--- src/hw/rs_pkg.sv ---
// Shared sizes and types for the reservation station
// Every design file refers to these by scoped names, never by import
// The module parameters of rs_top take their defaults from here

package rs_pkg;

    // ----------------------------------------
    // Sizes
    // ----------------------------------------
    localparam int RS_ENTRY_NUM = 8;
    localparam int DP_NUM       = 2;
    localparam int IS_NUM       = 2;
    localparam int CDB_NUM      = 2;
    // Physical register tag and reorder buffer index widths
    localparam int TAG_W        = 6;
    localparam int ROB_IDX_W    = 5;

    // ----------------------------------------
    // Types
    // ----------------------------------------
    // Functional unit class, also the bit position in fu_ready_i
    typedef enum logic [1:0] {
        FU_ALU  = 2'd0,
        FU_MULT = 2'd1,
        FU_MEM  = 2'd2,
        FU_BR   = 2'd3
    } fu_class_e;

    // Decoded instruction as it arrives from dispatch
    typedef struct packed {
        logic [TAG_W-1:0]     tag;
        logic [TAG_W-1:0]     tag1;
        logic [TAG_W-1:0]     tag2;
        logic                 tag1_ready;
        logic                 tag2_ready;
        fu_class_e            fu;
        logic [ROB_IDX_W-1:0] rob_idx;
    } rs_inst_t;

    // One stored slot
    typedef struct packed {
        logic     valid;
        rs_inst_t inst;
    } rs_entry_t;

    // Completion broadcast, one tag per channel
    typedef struct packed {
        logic             valid;
        logic [TAG_W-1:0] tag;
    } cdb_t;

    // What leaves on an issue channel
    typedef struct packed {
        logic                 valid;
        logic [TAG_W-1:0]     tag;
        fu_class_e            fu;
        logic [ROB_IDX_W-1:0] rob_idx;
    } rs_issue_t;

endpackage
--- src/hw/rs_entry_if.sv ---
// Per-entry signals shared by the entry array, dispatch and issue logic
// The array owns the state, dispatch and issue send back one-hot selects
// All vectors are indexed by entry number

interface rs_entry_if #(
    parameter int ENTRY_NUM = rs_pkg::RS_ENTRY_NUM
);

    // Stored state of every entry
    rs_pkg::rs_entry_t [ENTRY_NUM-1:0] entries;
    // Entry can issue this cycle
    logic [ENTRY_NUM-1:0]              ready;
    // Dispatch write enable and the instruction routed to each entry
    logic [ENTRY_NUM-1:0]              dp_sel;
    rs_pkg::rs_inst_t [ENTRY_NUM-1:0]  dp_data;
    // Entry leaves on an issue channel this cycle
    logic [ENTRY_NUM-1:0]              is_sel;

    // Storage side
    modport array (
        output entries, ready,
        input  dp_sel, dp_data, is_sel
    );

    // Dispatch routing, needs is_sel to reuse entries freed this cycle
    modport dispatch (
        input  entries, is_sel,
        output dp_sel, dp_data
    );

    // Issue selection
    modport issue (
        input  entries, ready,
        output is_sel
    );

endinterface

--- src/hw/rs_top.sv ---
// Reservation station top level for a single-thread out-of-order core
// Plain ports outside, the three blocks share one rs_entry_if inside
// Counts are set here and passed down to every block

module rs_top #(
    parameter int  ENTRY_NUM = rs_pkg::RS_ENTRY_NUM,
    parameter int  DP_NUM    = rs_pkg::DP_NUM,
    parameter int  IS_NUM    = rs_pkg::IS_NUM,
    parameter int  CDB_NUM   = rs_pkg::CDB_NUM,
    localparam int CNT_W     = $clog2(DP_NUM + 1)
) (
    input  logic                            clk_i,
    input  logic                            rst_i,
    // Branch mispredict or exception, empties the station
    input  logic                            flush_i,
    input  logic [CNT_W-1:0]                dp_num_i,
    input  rs_pkg::rs_inst_t [DP_NUM-1:0]   dp_inst_i,
    output logic [CNT_W-1:0]                avail_o,
    input  rs_pkg::cdb_t [CDB_NUM-1:0]      cdb_i,
    // One level per fu_class_e value
    input  logic [3:0]                      fu_ready_i,
    output rs_pkg::rs_issue_t [IS_NUM-1:0]  is_o
);

    rs_entry_if #(.ENTRY_NUM(ENTRY_NUM)) ent_if ();

    rs_entry_array #(
        .ENTRY_NUM (ENTRY_NUM),
        .CDB_NUM   (CDB_NUM)
    ) entry_array (
        .clk_i      (clk_i),
        .rst_i      (rst_i),
        .flush_i    (flush_i),
        .cdb_i      (cdb_i),
        .fu_ready_i (fu_ready_i),
        .ent        (ent_if.array)
    );

    rs_dispatch #(
        .ENTRY_NUM (ENTRY_NUM),
        .DP_NUM    (DP_NUM)
    ) dispatch (
        .dp_num_i  (dp_num_i),
        .dp_inst_i (dp_inst_i),
        .avail_o   (avail_o),
        .ent       (ent_if.dispatch)
    );

    rs_issue #(
        .ENTRY_NUM (ENTRY_NUM),
        .IS_NUM    (IS_NUM)
    ) issue (
        .is_o (is_o),
        .ent  (ent_if.issue)
    );

endmodule

--- src/hw/rs_issue.sv ---
// Issue side of the reservation station
// Picks up to IS_NUM ready entries, lowest index first, and drives them
// onto the issue channels packed from channel 0 upward

module rs_issue #(
    parameter int  ENTRY_NUM = rs_pkg::RS_ENTRY_NUM,
    parameter int  IS_NUM    = rs_pkg::IS_NUM,
    localparam int IDX_W     = (ENTRY_NUM > 1) ? $clog2(ENTRY_NUM) : 1
) (
    output rs_pkg::rs_issue_t [IS_NUM-1:0]  is_o,
    rs_entry_if.issue                       ent
);

    logic [IS_NUM-1:0][IDX_W-1:0] pick_idx;
    logic [IS_NUM-1:0]            pick_found;

    // ----------------------------------------
    // Selection
    // ----------------------------------------
    rs_pick #(
        .ENTRY_NUM (ENTRY_NUM),
        .PICK_NUM  (IS_NUM)
    ) ready_pick (
        .mask_i  (ent.ready),
        .idx_o   (pick_idx),
        .found_o (pick_found)
    );

    // ----------------------------------------
    // Issue switch
    // ----------------------------------------
    // Found bits fill from stage 0, so valid channels stay packed
    always_comb begin
        ent.is_sel = '0;
        is_o       = '0;
        for (int k = 0; k < IS_NUM; k++) begin
            if (pick_found[k]) begin
                // Entry is freed at the next edge
                ent.is_sel[pick_idx[k]] = 1'b1;
                is_o[k].valid           = 1'b1;
                is_o[k].tag             = ent.entries[pick_idx[k]].inst.tag;
                is_o[k].fu              = ent.entries[pick_idx[k]].inst.fu;
                is_o[k].rob_idx         = ent.entries[pick_idx[k]].inst.rob_idx;
            end
        end
    end

endmodule

--- src/hw/rs_dispatch.sv ---
// Dispatch side of the reservation station
// Places incoming instructions into the lowest free entries and reports
// how many entries the sender may fill in this cycle

module rs_dispatch #(
    parameter int  ENTRY_NUM = rs_pkg::RS_ENTRY_NUM,
    parameter int  DP_NUM    = rs_pkg::DP_NUM,
    localparam int IDX_W     = (ENTRY_NUM > 1) ? $clog2(ENTRY_NUM) : 1,
    localparam int CNT_W     = $clog2(DP_NUM + 1)
) (
    input  logic [CNT_W-1:0]                  dp_num_i,
    input  rs_pkg::rs_inst_t [DP_NUM-1:0]     dp_inst_i,
    output logic [CNT_W-1:0]                  avail_o,
    rs_entry_if.dispatch                      ent
);

    logic [ENTRY_NUM-1:0]          free_mask;
    logic [DP_NUM-1:0][IDX_W-1:0]  pick_idx;
    logic [DP_NUM-1:0]             pick_found;
    logic [DP_NUM-1:0]             dp_valid;

    // Entries leaving through issue this cycle count as free
    always_comb begin
        for (int e = 0; e < ENTRY_NUM; e++) begin
            free_mask[e] = !ent.entries[e].valid || ent.is_sel[e];
        end
    end

    rs_pick #(
        .ENTRY_NUM (ENTRY_NUM),
        .PICK_NUM  (DP_NUM)
    ) free_pick (
        .mask_i  (free_mask),
        .idx_o   (pick_idx),
        .found_o (pick_found)
    );

    // Channel k carries an instruction only when k < dp_num_i
    always_comb begin
        for (int k = 0; k < DP_NUM; k++) begin
            dp_valid[k] = pick_found[k] && (CNT_W'(k) < dp_num_i);
        end
    end

    // Route each live channel to its chosen entry
    always_comb begin
        ent.dp_sel  = '0;
        ent.dp_data = '0;
        for (int e = 0; e < ENTRY_NUM; e++) begin
            for (int k = 0; k < DP_NUM; k++) begin
                if (dp_valid[k] && (pick_idx[k] == IDX_W'(e))) begin
                    ent.dp_sel[e]  = 1'b1;
                    ent.dp_data[e] = dp_inst_i[k];
                end
            end
        end
    end

    // Found outputs equal the free count already capped at DP_NUM
    always_comb begin
        avail_o = '0;
        for (int k = 0; k < DP_NUM; k++) begin
            avail_o = avail_o + CNT_W'(pick_found[k]);
        end
    end

endmodule

--- src/hw/rs_entry_array.sv ---
// Reservation station entry storage
// Applies flush, dispatch write, issue clear and CDB wake-up at each edge,
// in that priority, and reports which entries are ready to issue

module rs_entry_array #(
    parameter int ENTRY_NUM = rs_pkg::RS_ENTRY_NUM,
    parameter int CDB_NUM   = rs_pkg::CDB_NUM
) (
    input  logic                            clk_i,
    input  logic                            rst_i,
    input  logic                            flush_i,
    input  rs_pkg::cdb_t [CDB_NUM-1:0]      cdb_i,
    input  logic [3:0]                      fu_ready_i,
    rs_entry_if.array                       ent
);

    rs_pkg::rs_entry_t [ENTRY_NUM-1:0] entry_q;

    // Per-entry source tag hits on the CDB
    logic [ENTRY_NUM-1:0] wake1;
    logic [ENTRY_NUM-1:0] wake2;

    // ----------------------------------------
    // CDB comparator networks
    // ----------------------------------------
    // Source 1
    always_comb begin
        wake1 = '0;
        for (int e = 0; e < ENTRY_NUM; e++) begin
            for (int c = 0; c < CDB_NUM; c++) begin
                if (cdb_i[c].valid && (cdb_i[c].tag == entry_q[e].inst.tag1)) begin
                    wake1[e] = 1'b1;
                end
            end
        end
    end

    // Source 2, independent of source 1
    always_comb begin
        wake2 = '0;
        for (int e = 0; e < ENTRY_NUM; e++) begin
            for (int c = 0; c < CDB_NUM; c++) begin
                if (cdb_i[c].valid && (cdb_i[c].tag == entry_q[e].inst.tag2)) begin
                    wake2[e] = 1'b1;
                end
            end
        end
    end

    // ----------------------------------------
    // Entry registers
    // ----------------------------------------
    always_ff @(posedge clk_i) begin
        for (int e = 0; e < ENTRY_NUM; e++) begin
            if (rst_i || flush_i) begin
                entry_q[e].valid <= 1'b0;
            end else if (ent.dp_sel[e]) begin
                // New instruction, ignores this cycle's CDB
                entry_q[e].valid <= 1'b1;
                entry_q[e].inst  <= ent.dp_data[e];
            end else if (ent.is_sel[e]) begin
                entry_q[e].valid <= 1'b0;
            end else if (entry_q[e].valid) begin
                // Each source wakes on its own
                if (wake1[e]) begin
                    entry_q[e].inst.tag1_ready <= 1'b1;
                end
                if (wake2[e]) begin
                    entry_q[e].inst.tag2_ready <= 1'b1;
                end
            end
        end
    end

    assign ent.entries = entry_q;

    // ----------------------------------------
    // Readiness
    // ----------------------------------------
    // Valid, both sources present and the unit class accepting work
    always_comb begin
        for (int e = 0; e < ENTRY_NUM; e++) begin
            ent.ready[e] = entry_q[e].valid
                         && entry_q[e].inst.tag1_ready
                         && entry_q[e].inst.tag2_ready
                         && fu_ready_i[entry_q[e].inst.fu];
        end
    end

endmodule

--- src/hw/rs_pick.sv ---
// Multi-output priority encoder
// Returns the indices of the first PICK_NUM set bits of mask_i, lowest first
// Used for both free-entry allocation and ready-entry issue

module rs_pick #(
    parameter int  ENTRY_NUM = rs_pkg::RS_ENTRY_NUM,
    parameter int  PICK_NUM  = 2,
    localparam int IDX_W     = (ENTRY_NUM > 1) ? $clog2(ENTRY_NUM) : 1
) (
    input  logic [ENTRY_NUM-1:0]            mask_i,
    output logic [PICK_NUM-1:0][IDX_W-1:0]  idx_o,
    output logic [PICK_NUM-1:0]             found_o
);

    // Remaining candidates seen by each stage
    logic [ENTRY_NUM-1:0] stage_bits [PICK_NUM];

    assign stage_bits[0] = mask_i;

    for (genvar k = 0; k < PICK_NUM; k++) begin : g_stage
        logic [IDX_W-1:0]     idx;
        logic                 hit;
        logic [ENTRY_NUM-1:0] pick_1h;

        // Lowest set bit of what the earlier stages left
        always_comb begin
            idx     = '0;
            hit     = 1'b0;
            pick_1h = '0;
            for (int i = 0; i < ENTRY_NUM; i++) begin
                if (stage_bits[k][i] && !hit) begin
                    idx        = IDX_W'(i);
                    hit        = 1'b1;
                    pick_1h[i] = 1'b1;
                end
            end
        end

        assign idx_o[k]   = idx;
        assign found_o[k] = hit;

        // Hide this stage's choice from the next one
        if (k < PICK_NUM - 1) begin : g_chain
            assign stage_bits[k+1] = stage_bits[k] & ~pick_1h;
        end
    end

endmodule

--- config.mk ---
export PLATFORM = sky130hd
export DESIGN_NAME = rs_top
export DESIGN_NICKNAME = d
export VERILOG_FILES = /design/src/hw/rs_pkg.sv /design/src/hw/rs_entry_if.sv /design/src/hw/rs_top.sv /design/src/hw/rs_issue.sv /design/src/hw/rs_dispatch.sv /design/src/hw/rs_entry_array.sv /design/src/hw/rs_pick.sv
export SDC_FILE = /design/constraint.sdc
export NUM_CORES = 1
export LEC_CHECK = 0
export BUFFER_PORTS_ARGS = -buffer_cell sky130_fd_sc_hd__buf_2
export CAP_MARGIN = 10
export CORE_MARGIN = 3
export CORE_UTILIZATION = 55
export DETAILED_ROUTE_END_ITERATION = 6
export GPL_ROUTABILITY_DRIVEN = 0
export HOLD_SLACK_MARGIN = 0.05
export PLACE_DENSITY = 0.72
export RECOVER_POWER = 25
export SYNTH_ARGS = -nofsm -noshare
export SYNTH_HDL_FRONTEND = slang
export SYNTH_SLANG_ARGS = --single-unit
--- constraint.sdc ---
create_clock -name clk_i -period 6.05 [get_ports clk_i]
set_input_delay 1.5125 -clock clk_i [delete_from_list [all_inputs] [get_ports clk_i]]
set_output_delay 1.5125 -clock clk_i [all_outputs]
set_load 0.03 [all_outputs]
======== Word level (Yosys, flattened, before mapping) ========
Cells that the tools add are included.
storage, ports and cells
  bits in registers ....................... 224
  bits in latches ......................... 0
  memory bits (writable) .................. 0
  ROM bits ................................ 0
  output and inout port bits .............. 30
  word-level logic and storage cells ...... 568
  memories ................................ 0
cells by class
  add/subtract/negate cells ............... 1
  multiply operators ...................... 0
  div/mod/pow operators ................... 0
  magnitude comparators ................... 14
  equality and inequality tests ........... 54
  shift-type cells ........................ 0
  mux-type cells .......................... 222
  bitwise logic cells ..................... 6
  reductions and logical operators ........ 207
operator list
  cell                                                                          count
  27-bit 2-to-1 mux                                                             18
  6-bit equality test                                                           32
  28-bit binary-select mux with 3-bit select                                    2
  1-bit 2-to-1 mux                                                              140
  1-bit logical AND                                                             104
  3-bit 2-to-1 mux                                                              24
  4-bit AND reduction                                                           16
  2-bit nonzero test                                                            32
  2-bit 2-to-1 mux                                                              24
  1-bit logical NOT                                                             36
  14-bit 2-to-1 mux                                                             2
  3-bit equality test, second input constant                                    8
  2-bit by 3-bit less-than comparator with 1-bit output, second input constant  8
  8-bit AND                                                                     2
  1-bit binary-select mux with 2-bit select                                     8
  8-bit 2-to-1 mux                                                              2
  2-bit != test, second input constant                                          8
  8-bit NOT                                                                     2
  2-bit AND reduction                                                           8
  3-bit by 2-bit equality test with 1-bit output, second input constant         4
  1-bit logical OR                                                              9
  3-bit by 4-bit less-than comparator with 1-bit output, second input constant  2
  8-bit bitwise OR                                                              1
  1-bit demux with 3-bit select                                                 2
  other kinds (6)                                                               10

======== Logic depth before layout (Yosys ltp) ========
Gate-level depths: netlist (run 1).
  word-level depth ........................ 107
  gate-level depth with buffers ........... 12
  gate-level depth less buffers ........... 10

======== Modules after synthesis ========
Synthesis (run 1) repeated with hierarchy kept, for this count alone.
second synthesis, totals
  cells, all modules ...................... 1588
  area, all modules ....................... 17006.3 um^2
modules (own cells, without submodules)
  module          times used  cells each  area an instance (um^2)  sequential area each (um^2)
  rs_entry_array  1           591         9685.5                   6646.4
  rs_dispatch     1           673         4813.4                   0.0
  rs_issue        1           226         1891.8                   0.0
  rs_pick         2           49          307.8                    0.0

======== Worst setup path before layout (run 1) ========
Ideal clock, no wire load.
  path kind ............................... in2out
  start ................................... in fu_ready_i[3]
  end ..................................... out is_o[19] in the netlist's numbering
  data arrival time ....................... 4620 ps
  required time ........................... 4537 ps
  slack ................................... -82 ps
  stages on the path ...................... 10
  cell sequence ........................... mux4_2 and4_4 buf_6 a211oi_2 o21ai_1 a2111oi_4 or3_2 o221ai_1 mux2_2 a311oi_1
RTL lines
  element             RTL line      source
  start: declaration  rs_top.sv:21  input logic [3:0] fu_ready_i,
  end: declaration    rs_top.sv:22  output rs_pkg::rs_issue_t [IS_NUM-1:0] is_o

==> flow_metrics.env, run 1 <==
export IMPL_final_common_cell="edfxtp_1"
export IMPL_grt_pass1_wl_um=69400
export IMPL_avgSynthCellArea_um2=11.1
export IMPL_hold_buffers=0
export IMPL_p_seq_share_pct=50.9
export IMPL_fin_crit_ns=6.03
export IMPL_rr_startpoint="entry_array.ent.entries[33]$_DFFE_PP_"
export IMPL_worstSkewPairLatency_ns=0.52
export IMPL_cp_endpoint="is_o[23]"
export IMPL_cp_arrival_ns=4.51
export IMPL_maxSlewViolCount=79
export IMPL_die_x_um=168
export IMPL_final_area_mm2=0.0163
export IMPL_detail_route_first_pass_iterations=7
export IMPL_cp_max_fo=12
export IMPL_rows=58
export IMPL_startpoint="fu_ready_i[3]"
export IMPL_drive_gt1_share_pct=19.8
export IMPL_areaGrowthSynthToFinish_pct=13.2
export IMPL_synth_area_leaders="edfxtp_1 45%, a22o_1 11%, xnor2_1 6.0%"
export IMPL_async_flop_share_pct=0
export IMPL_ys_seq_area_share_pct=46.2
export IMPL_dpl_instance_area_mm2=0.0154
export IMPL_pin_count=107
export IMPL_place_inst=1674
export IMPL_largest_reg_flops=224
export IMPL_ys_types=75
export IMPL_grt_pass1_vias=11583
export IMPL_synthesis_area_mm2=0.0144
export IMPL_required_ns=4.54
export IMPL_wl_um=47000
export IMPL_clkSlewWorstSetupHoldPaths_ns=0.06
export IMPL_hold_ws_ns=0.745
export IMPL_ir_worst_vdd_mv=0.202
export IMPL_cts_max_path_buffers=3
export IMPL_ys_ff_latch=224
export IMPL_nFillCells=2000
export IMPL_power_leakage_nw=5.45
export IMPL_drt_iter0_markers=1783
export IMPL_htreeDepth=1
export IMPL_cts_buffers=23
export IMPL_clkPwrFrac_pct=39.0
export IMPL_finalSetupViolations=0
export IMPL_p_switching_w=0.000829
export IMPL_end_kind="primary output"
export IMPL_syn_num_nets=1375
export IMPL_layout_common_cells="216 x edfxtp_1, 175 x a22o_1, 98 x xnor2_1, 98 x buf_2, 96 x xor2_1"
export IMPL_num_vias=12167
export IMPL_slew_headroom_pct=-19.1
export IMPL_cts_sinks=224
export IMPL_p_int_w=0.00258
export IMPL_fin_crit_sh_pct=99.6
export IMPL_worstMarginPinSlew_ns=1.79
export IMPL_start_util_pct=56.6
export IMPL_fin_total_pwr_w=0.00341
export IMPL_viasPerCell=7.05
export IMPL_switching_share_pct=24.3
export IMPL_synth_top_cell_area_share_pct=45.1
export IMPL_grt_overflow=0
export IMPL_r2r_slack_ns=1.33
export IMPL_ff2ff_path_depth=10
export IMPL_die_h_um=168
export IMPL_fin_cells=1726
export IMPL_start_kind="input pin"
export IMPL_yosysTopAreaCell="edfxtp_1"
export IMPL_comb_power_share_pct=10.1
export IMPL_port_buffers=106
export IMPL_clock_fmax_mhz=166
export IMPL_synth_edf_count=216
export IMPL_tns_ns=0
export IMPL_syn_inst=1297
export IMPL_violations="capacitance limit, slew limit"
export IMPL_ys_warn_count=0
export IMPL_antenna_left=0
export IMPL_antenna_found_initial=1
export IMPL_cts_tree="done"
export IMPL_routedWlPerCell_um=27.2
export IMPL_grt_max_degree=39
export IMPL_dpl_hpwl_um=29700
export IMPL_synth_top_flop_cell="edfxtp_1"
export IMPL_track_usage_pct=31.9
export IMPL_powerDensity_mw_per_mm2=209
export IMPL_nets=1458
export IMPL_crit_type="input pin to primary output"
export IMPL_rr_endpoint="entry_array.ent.entries[47]$_DFFE_PP_"
export IMPL_remaining_drc_errors=0
export IMPL_coreArea_mm2=0.0254
export IMPL_root_buffer="clkbuf_16"
export IMPL_dieArea_mm2=0.0281
export IMPL_hold_viol_final=0
export IMPL_cap_violations=3
export IMPL_min_path_type="flop to flop"
export IMPL_status="finished, violations left"
export IMPL_skew_ns=0.0174
## worst min-delay path by stage
stage	start	endpoint	slack [ns]	cells past startpoint
after floorplan	entry_array.ent.entries[223]$_SDFFE_PN0P_	entry_array.ent.entries[223]$_SDFFE_PN0P_	0.59	2
after global placement	entry_array.ent.entries[111]$_SDFFE_PN0P_	entry_array.ent.entries[111]$_SDFFE_PN0P_	0.73	2
after detailed placement	entry_array.ent.entries[111]$_SDFFE_PN0P_	entry_array.ent.entries[111]$_SDFFE_PN0P_	0.71	2
after CTS	entry_array.ent.entries[111]$_SDFFE_PN0P_	entry_array.ent.entries[111]$_SDFFE_PN0P_	0.72	2
after global routing	entry_array.ent.entries[111]$_SDFFE_PN0P_	entry_array.ent.entries[111]$_SDFFE_PN0P_	0.77	2
final	entry_array.ent.entries[83]$_SDFFE_PN0P_	entry_array.ent.entries[83]$_SDFFE_PN0P_	0.74	2
## layer usage
metal	wire, µm	vias to the layer above	global-route usage, %
met3	5750	180	5.17
met5	0	-	0
li1	-	5206	-
met4	2220	0	14.1
met1	17600	5863	43.7
met2	21500	918	50.5
## logic make-up after synthesis
logic type	after synthesis	synth area share (%)
AOI/OAI and AO/OA	380	21.4
and+or+nand+nor	290	10.9
DFF	224	46.2
xor gates and xnor gates	195	11.9
buffers and inverters	149	4.65
muxes	56	4.67
adders and majority gates	3	0.244
## per-stage QoR
| stage | worst slack (ns) | utilization (%) |
|---|---|---|
| global route | -0.0203 | 64.0 |
| global placement | -0.143 | 60.7 |
| finish | 0.0238 | 64.0 |
| CTS | 0.00170 | 63.5 |
| detailed placement | -0.0958 | 60.7 |
| floorplan | 0.0582 | - |
## power by group through the flow
stage          clock [W]  combinational (W)  sequential [W]
2_1_floorplan          0           0.000217         0.00176
3_3_place_gp           0           0.000327         0.00176
3_5_place_dp           0           0.000335         0.00177
4_1_cts          0.00133           0.000337         0.00173
5_1_grt          0.00139           0.000367         0.00173
6_report         0.00133           0.000345         0.00173
## synthesized netlist by cell type, types with 4 or more instances
| master | count |
|---|---|
| buf_1 | 36 |
| o21ai_1 | 8 |
| dfxtp_1 | 8 |
| a31oi_1 | 10 |
| nand2_1 | 89 |
| xnor2_1 | 98 |
| nor3_1 | 8 |
| and2_1 | 32 |
| and4_1 | 6 |
| buf_6 | 5 |
| a221o_1 | 4 |
| a311oi_1 | 4 |
| o221ai_1 | 27 |
| nor2_1 | 38 |
| inv_1 | 10 |
| nand3_1 | 7 |
| buf_4 | 8 |
| buf_2 | 33 |
| nand4_1 | 41 |
| o21ai_0 | 37 |
| mux4_2 | 8 |
| edfxtp_1 | 216 |
| a22o_1 | 175 |
| a21oi_1 | 17 |
| nand2b_1 | 4 |
| o31a_1 | 6 |
| o22ai_1 | 17 |
| a22oi_1 | 14 |
| and3_1 | 12 |
| clkbuf_1 | 57 |
| nor4_1 | 33 |
| xor2_1 | 96 |
| a32oi_1 | 14 |
| mux2i_1 | 44 |
| a221oi_1 | 13 |
| o21a_1 | 7 |
## critical path: stages
cell	delay, ns
buf_2	0.14
mux4_2	0.53
nand4_1	0.14
buf_4	0.22
a21oi_1	0.12
a311oi_1	0.26
o211a_1	0.25
or2_4	0.26
o221ai_1	0.17
a221o_1	0.32
a31oi_1	0.30
clkbuf_4	0.28
## final cells by class
cell class / instances / area (µm²) / area share, %
Clock buffer: 27 / 591 / 3.63
Antenna cell: 1 / 2.50 / 0.0154
Timing Repair Buffer: 196 / 1280 / 7.90
Inverter: 10 / 37.5 / 0.231
Multi-Input combinational cell: 925 / 7200 / 44.3
Sequential cell: 224 / 6650 / 40.9
Clock inverter: 13 / 92.6 / 0.569
Tap cell: 330 / 413 / 2.54
## timing repair
action / in CTS / in global routing
gates cloned: 0 / 2
setup endpoints to repair: 12 / 27
pin swaps: 0 / 5
buffers inserted: 0 / 8
gates resized for setup: 5 / 21
hold endpoints to repair: 0 / 0
Note: power is estimated with default switching activity, not from simulation.
==> run 2, diff against run 1 <==
- clock period: 6.05 -> 7.12 ns (I/O delays scaled with it)
==> run 2 against run 1 <==
Against the previous run: the flow still finishes with violations (capacitance limit, slew limit); first-iteration DRC count is 2.2% higher; power is 13% lower; flip-flop and latch count stayed put; highest routed layer unchanged.
==> flow_metrics.env, run 2 (synthesized netlist as in run 1, its figures left out) <==
export IMPL_rsz0062_at_grt="no"
export IMPL_worstSkewPairLatency_ns=0.54
export IMPL_cp_endpoint="is_o[19]"
export IMPL_die_h_um=168
export IMPL_worstMarginPinSlew_ns=2.21
export IMPL_rr_startpoint="entry_array.ent.entries[5]$_DFFE_PP_"
export IMPL_crit_path_frequent_cell="buf_2"
export IMPL_detail_route_first_pass_iterations=7
export IMPL_hold_ws_ns=0.719
export IMPL_fin_crit_sh_pct=98.7
export IMPL_critical_path_top_delay_family="compound AO/OA/AOI/OAI gates"
export IMPL_die_x_um=168
export IMPL_final_common_cell="edfxtp_1"
export IMPL_postCtsSetupRepairBufs=0
export IMPL_cts_buffers=24
export IMPL_remaining_drc_errors=0
export IMPL_min_path_type="flop to flop"
export IMPL_htreeDepth=1
export IMPL_grt_pass1_vias=11708
export IMPL_startpoint="fu_ready_i[3]"
export IMPL_track_usage_pct=32.3
export IMPL_routedWlPerCell_um=28.1
export IMPL_grt_max_degree=46
export IMPL_largest_reg_flops=224
export IMPL_layout_common_cells="216 x edfxtp_1, 175 x a22o_1, 106 x buf_2, 98 x xnor2_1, 96 x xor2_1"
export IMPL_viasPerCell=7.11
export IMPL_violations="capacitance limit, slew limit"
export IMPL_rows=58
export IMPL_maxSlewViolCount=104
export IMPL_ff2ff_path_depth=11
export IMPL_crit_type="input pin to primary output"
export IMPL_drive_gt1_share_pct=17.1
export IMPL_start_kind="input pin"
export IMPL_slowest_stage="a2111oi_0"
export IMPL_powerDensity_mw_per_mm2=186
export IMPL_dpl_hpwl_um=30000
export IMPL_cts_sinks=224
export IMPL_max_stage_delay_ns=0.69
export IMPL_path_cells="buf_2 -> mux4_2 -> nand4_1 -> nand3_1 -> a2111oi_0 -> o21a_1 -> or3_2 -> o221ai_1 -> mux2_2 -> a311oi_1 -> buf_2"
export IMPL_slew_headroom_pct=-48.2
export IMPL_root_buffer="clkbuf_16"
export IMPL_r2r_slack_ns=1.21
export IMPL_areaGrowthSynthToFinish_pct=10.5
export IMPL_finalSetupViolations=0
export IMPL_grt_overflow=0
export IMPL_coreArea_mm2=0.0254
export IMPL_rr_endpoint="entry_array.ent.entries[94]$_DFFE_PP_"
export IMPL_num_vias=12001
export IMPL_skew_ns=0.0214
export IMPL_port_buffers=106
export IMPL_pin_count=107
export IMPL_tns_ns=0
export IMPL_power_leakage_nw=5.25
export IMPL_critPathBufInv=2
export IMPL_ir_worst_vdd_mv=0.190
export IMPL_hold_buffers=0
export IMPL_cp_arrival_ns=5.25
export IMPL_end_kind="primary output"
export IMPL_antenna_left=0
export IMPL_required_ns=5.34
export IMPL_drt_iter0_markers=1822
export IMPL_cts_tree="done"
export IMPL_status="finished, violations left"
export IMPL_cts_resized_gates=0
export IMPL_nets=1417
export IMPL_cp_max_fo=13
export IMPL_hold_viol_final=0
export IMPL_start_util_pct=56.6
export IMPL_dieArea_mm2=0.0281
export IMPL_antenna_found_initial=1
export IMPL_fin_crit_ns=7.03
export IMPL_cts_max_path_buffers=3
export IMPL_grt_pass1_wl_um=70200
export IMPL_cap_violations=4
export IMPL_clock_fmax_mhz=142
export IMPL_clkSlewWorstSetupHoldPaths_ns=0.06
export IMPL_cp_num_cells=11
export IMPL_wl_um=47400
-- run 2: cell count changes in the layout (fill, tap and decap cells not counted), moves of 3 or more --
cell      before  now
a221oi_1      10   13
a221oi_2       3    0
and4_1         3    6
buf_2         98  106
buf_4         82   42
clkbuf_4       4    0
nor3_1         5    8
-- run 2: stage by stage --
stage	area [µm²]	std cells	setup slack [ns]	utilization (%)	total power (W)
2_1_floorplan	14400	1297	0.453	-	0.00168
3_3_place_gp	15200	1643	0.412	59.8	0.00178
3_5_place_dp	15200	1643	0.261	59.8	0.00178
4_1_cts	15900	1687	0.264	62.7	0.00295
5_1_grt	15900	1688	0.0258	62.5	0.00303
6_report	15900	1688	0.0892	62.5	0.00295
-- run 2: layout make-up --
class	instances	area, µm²
Fill cell	2035	9510
Multi-Input combinational cell	924	7130
Sequential cell	224	6650
Timing Repair Buffer	155	921
Clock buffer	26	608
Tap cell	330	413
Clock inverter	18	131
Inverter	10	37.5
Antenna cell	1	2.50
-- run 2: worst min-delay path by stage --
stage / start / to / cells after the start
after global routing: entry_array.ent.entries[223]$_SDFFE_PN0P_ / entry_array.ent.entries[223]$_SDFFE_PN0P_ / 3
after CTS: entry_array.ent.entries[223]$_SDFFE_PN0P_ / entry_array.ent.entries[223]$_SDFFE_PN0P_ / 3
final: entry_array.ent.entries[223]$_SDFFE_PN0P_ / entry_array.ent.entries[223]$_SDFFE_PN0P_ / 3
after global placement: entry_array.ent.entries[223]$_SDFFE_PN0P_ / entry_array.ent.entries[223]$_SDFFE_PN0P_ / 3
after floorplan: entry_array.ent.entries[223]$_SDFFE_PN0P_ / entry_array.ent.entries[223]$_SDFFE_PN0P_ / 2
after detailed placement: entry_array.ent.entries[223]$_SDFFE_PN0P_ / entry_array.ent.entries[223]$_SDFFE_PN0P_ / 3
-- run 2: per-layer routing --
metal	GRT usage (%)	share of wire (%)
met1	44.5	37
met2	51.7	46
met3	5.26	13
met4	12.6	3.8
met5	0	0
-- run 2: tightest hold or removal path: cells and delay by family, from the launching register on --
family | cells | cell delay, ns
flops | 1 | 0.34
compound gates | 2 | 0.18
buf+inv | 1 | 0.16
-- run 2: power breakdown --
| part | internal [W] | total (W) | leakage, nW | switching (W) |
|---|---|---|---|---|
| combinational | 0.000102 | 0.000291 | 2.96 | 0.000189 |
| clock | 0.000656 | 0.00119 | 0.359 | 0.000533 |
| sequential | 0.00146 | 0.00147 | 1.93 | 0.0000158 |
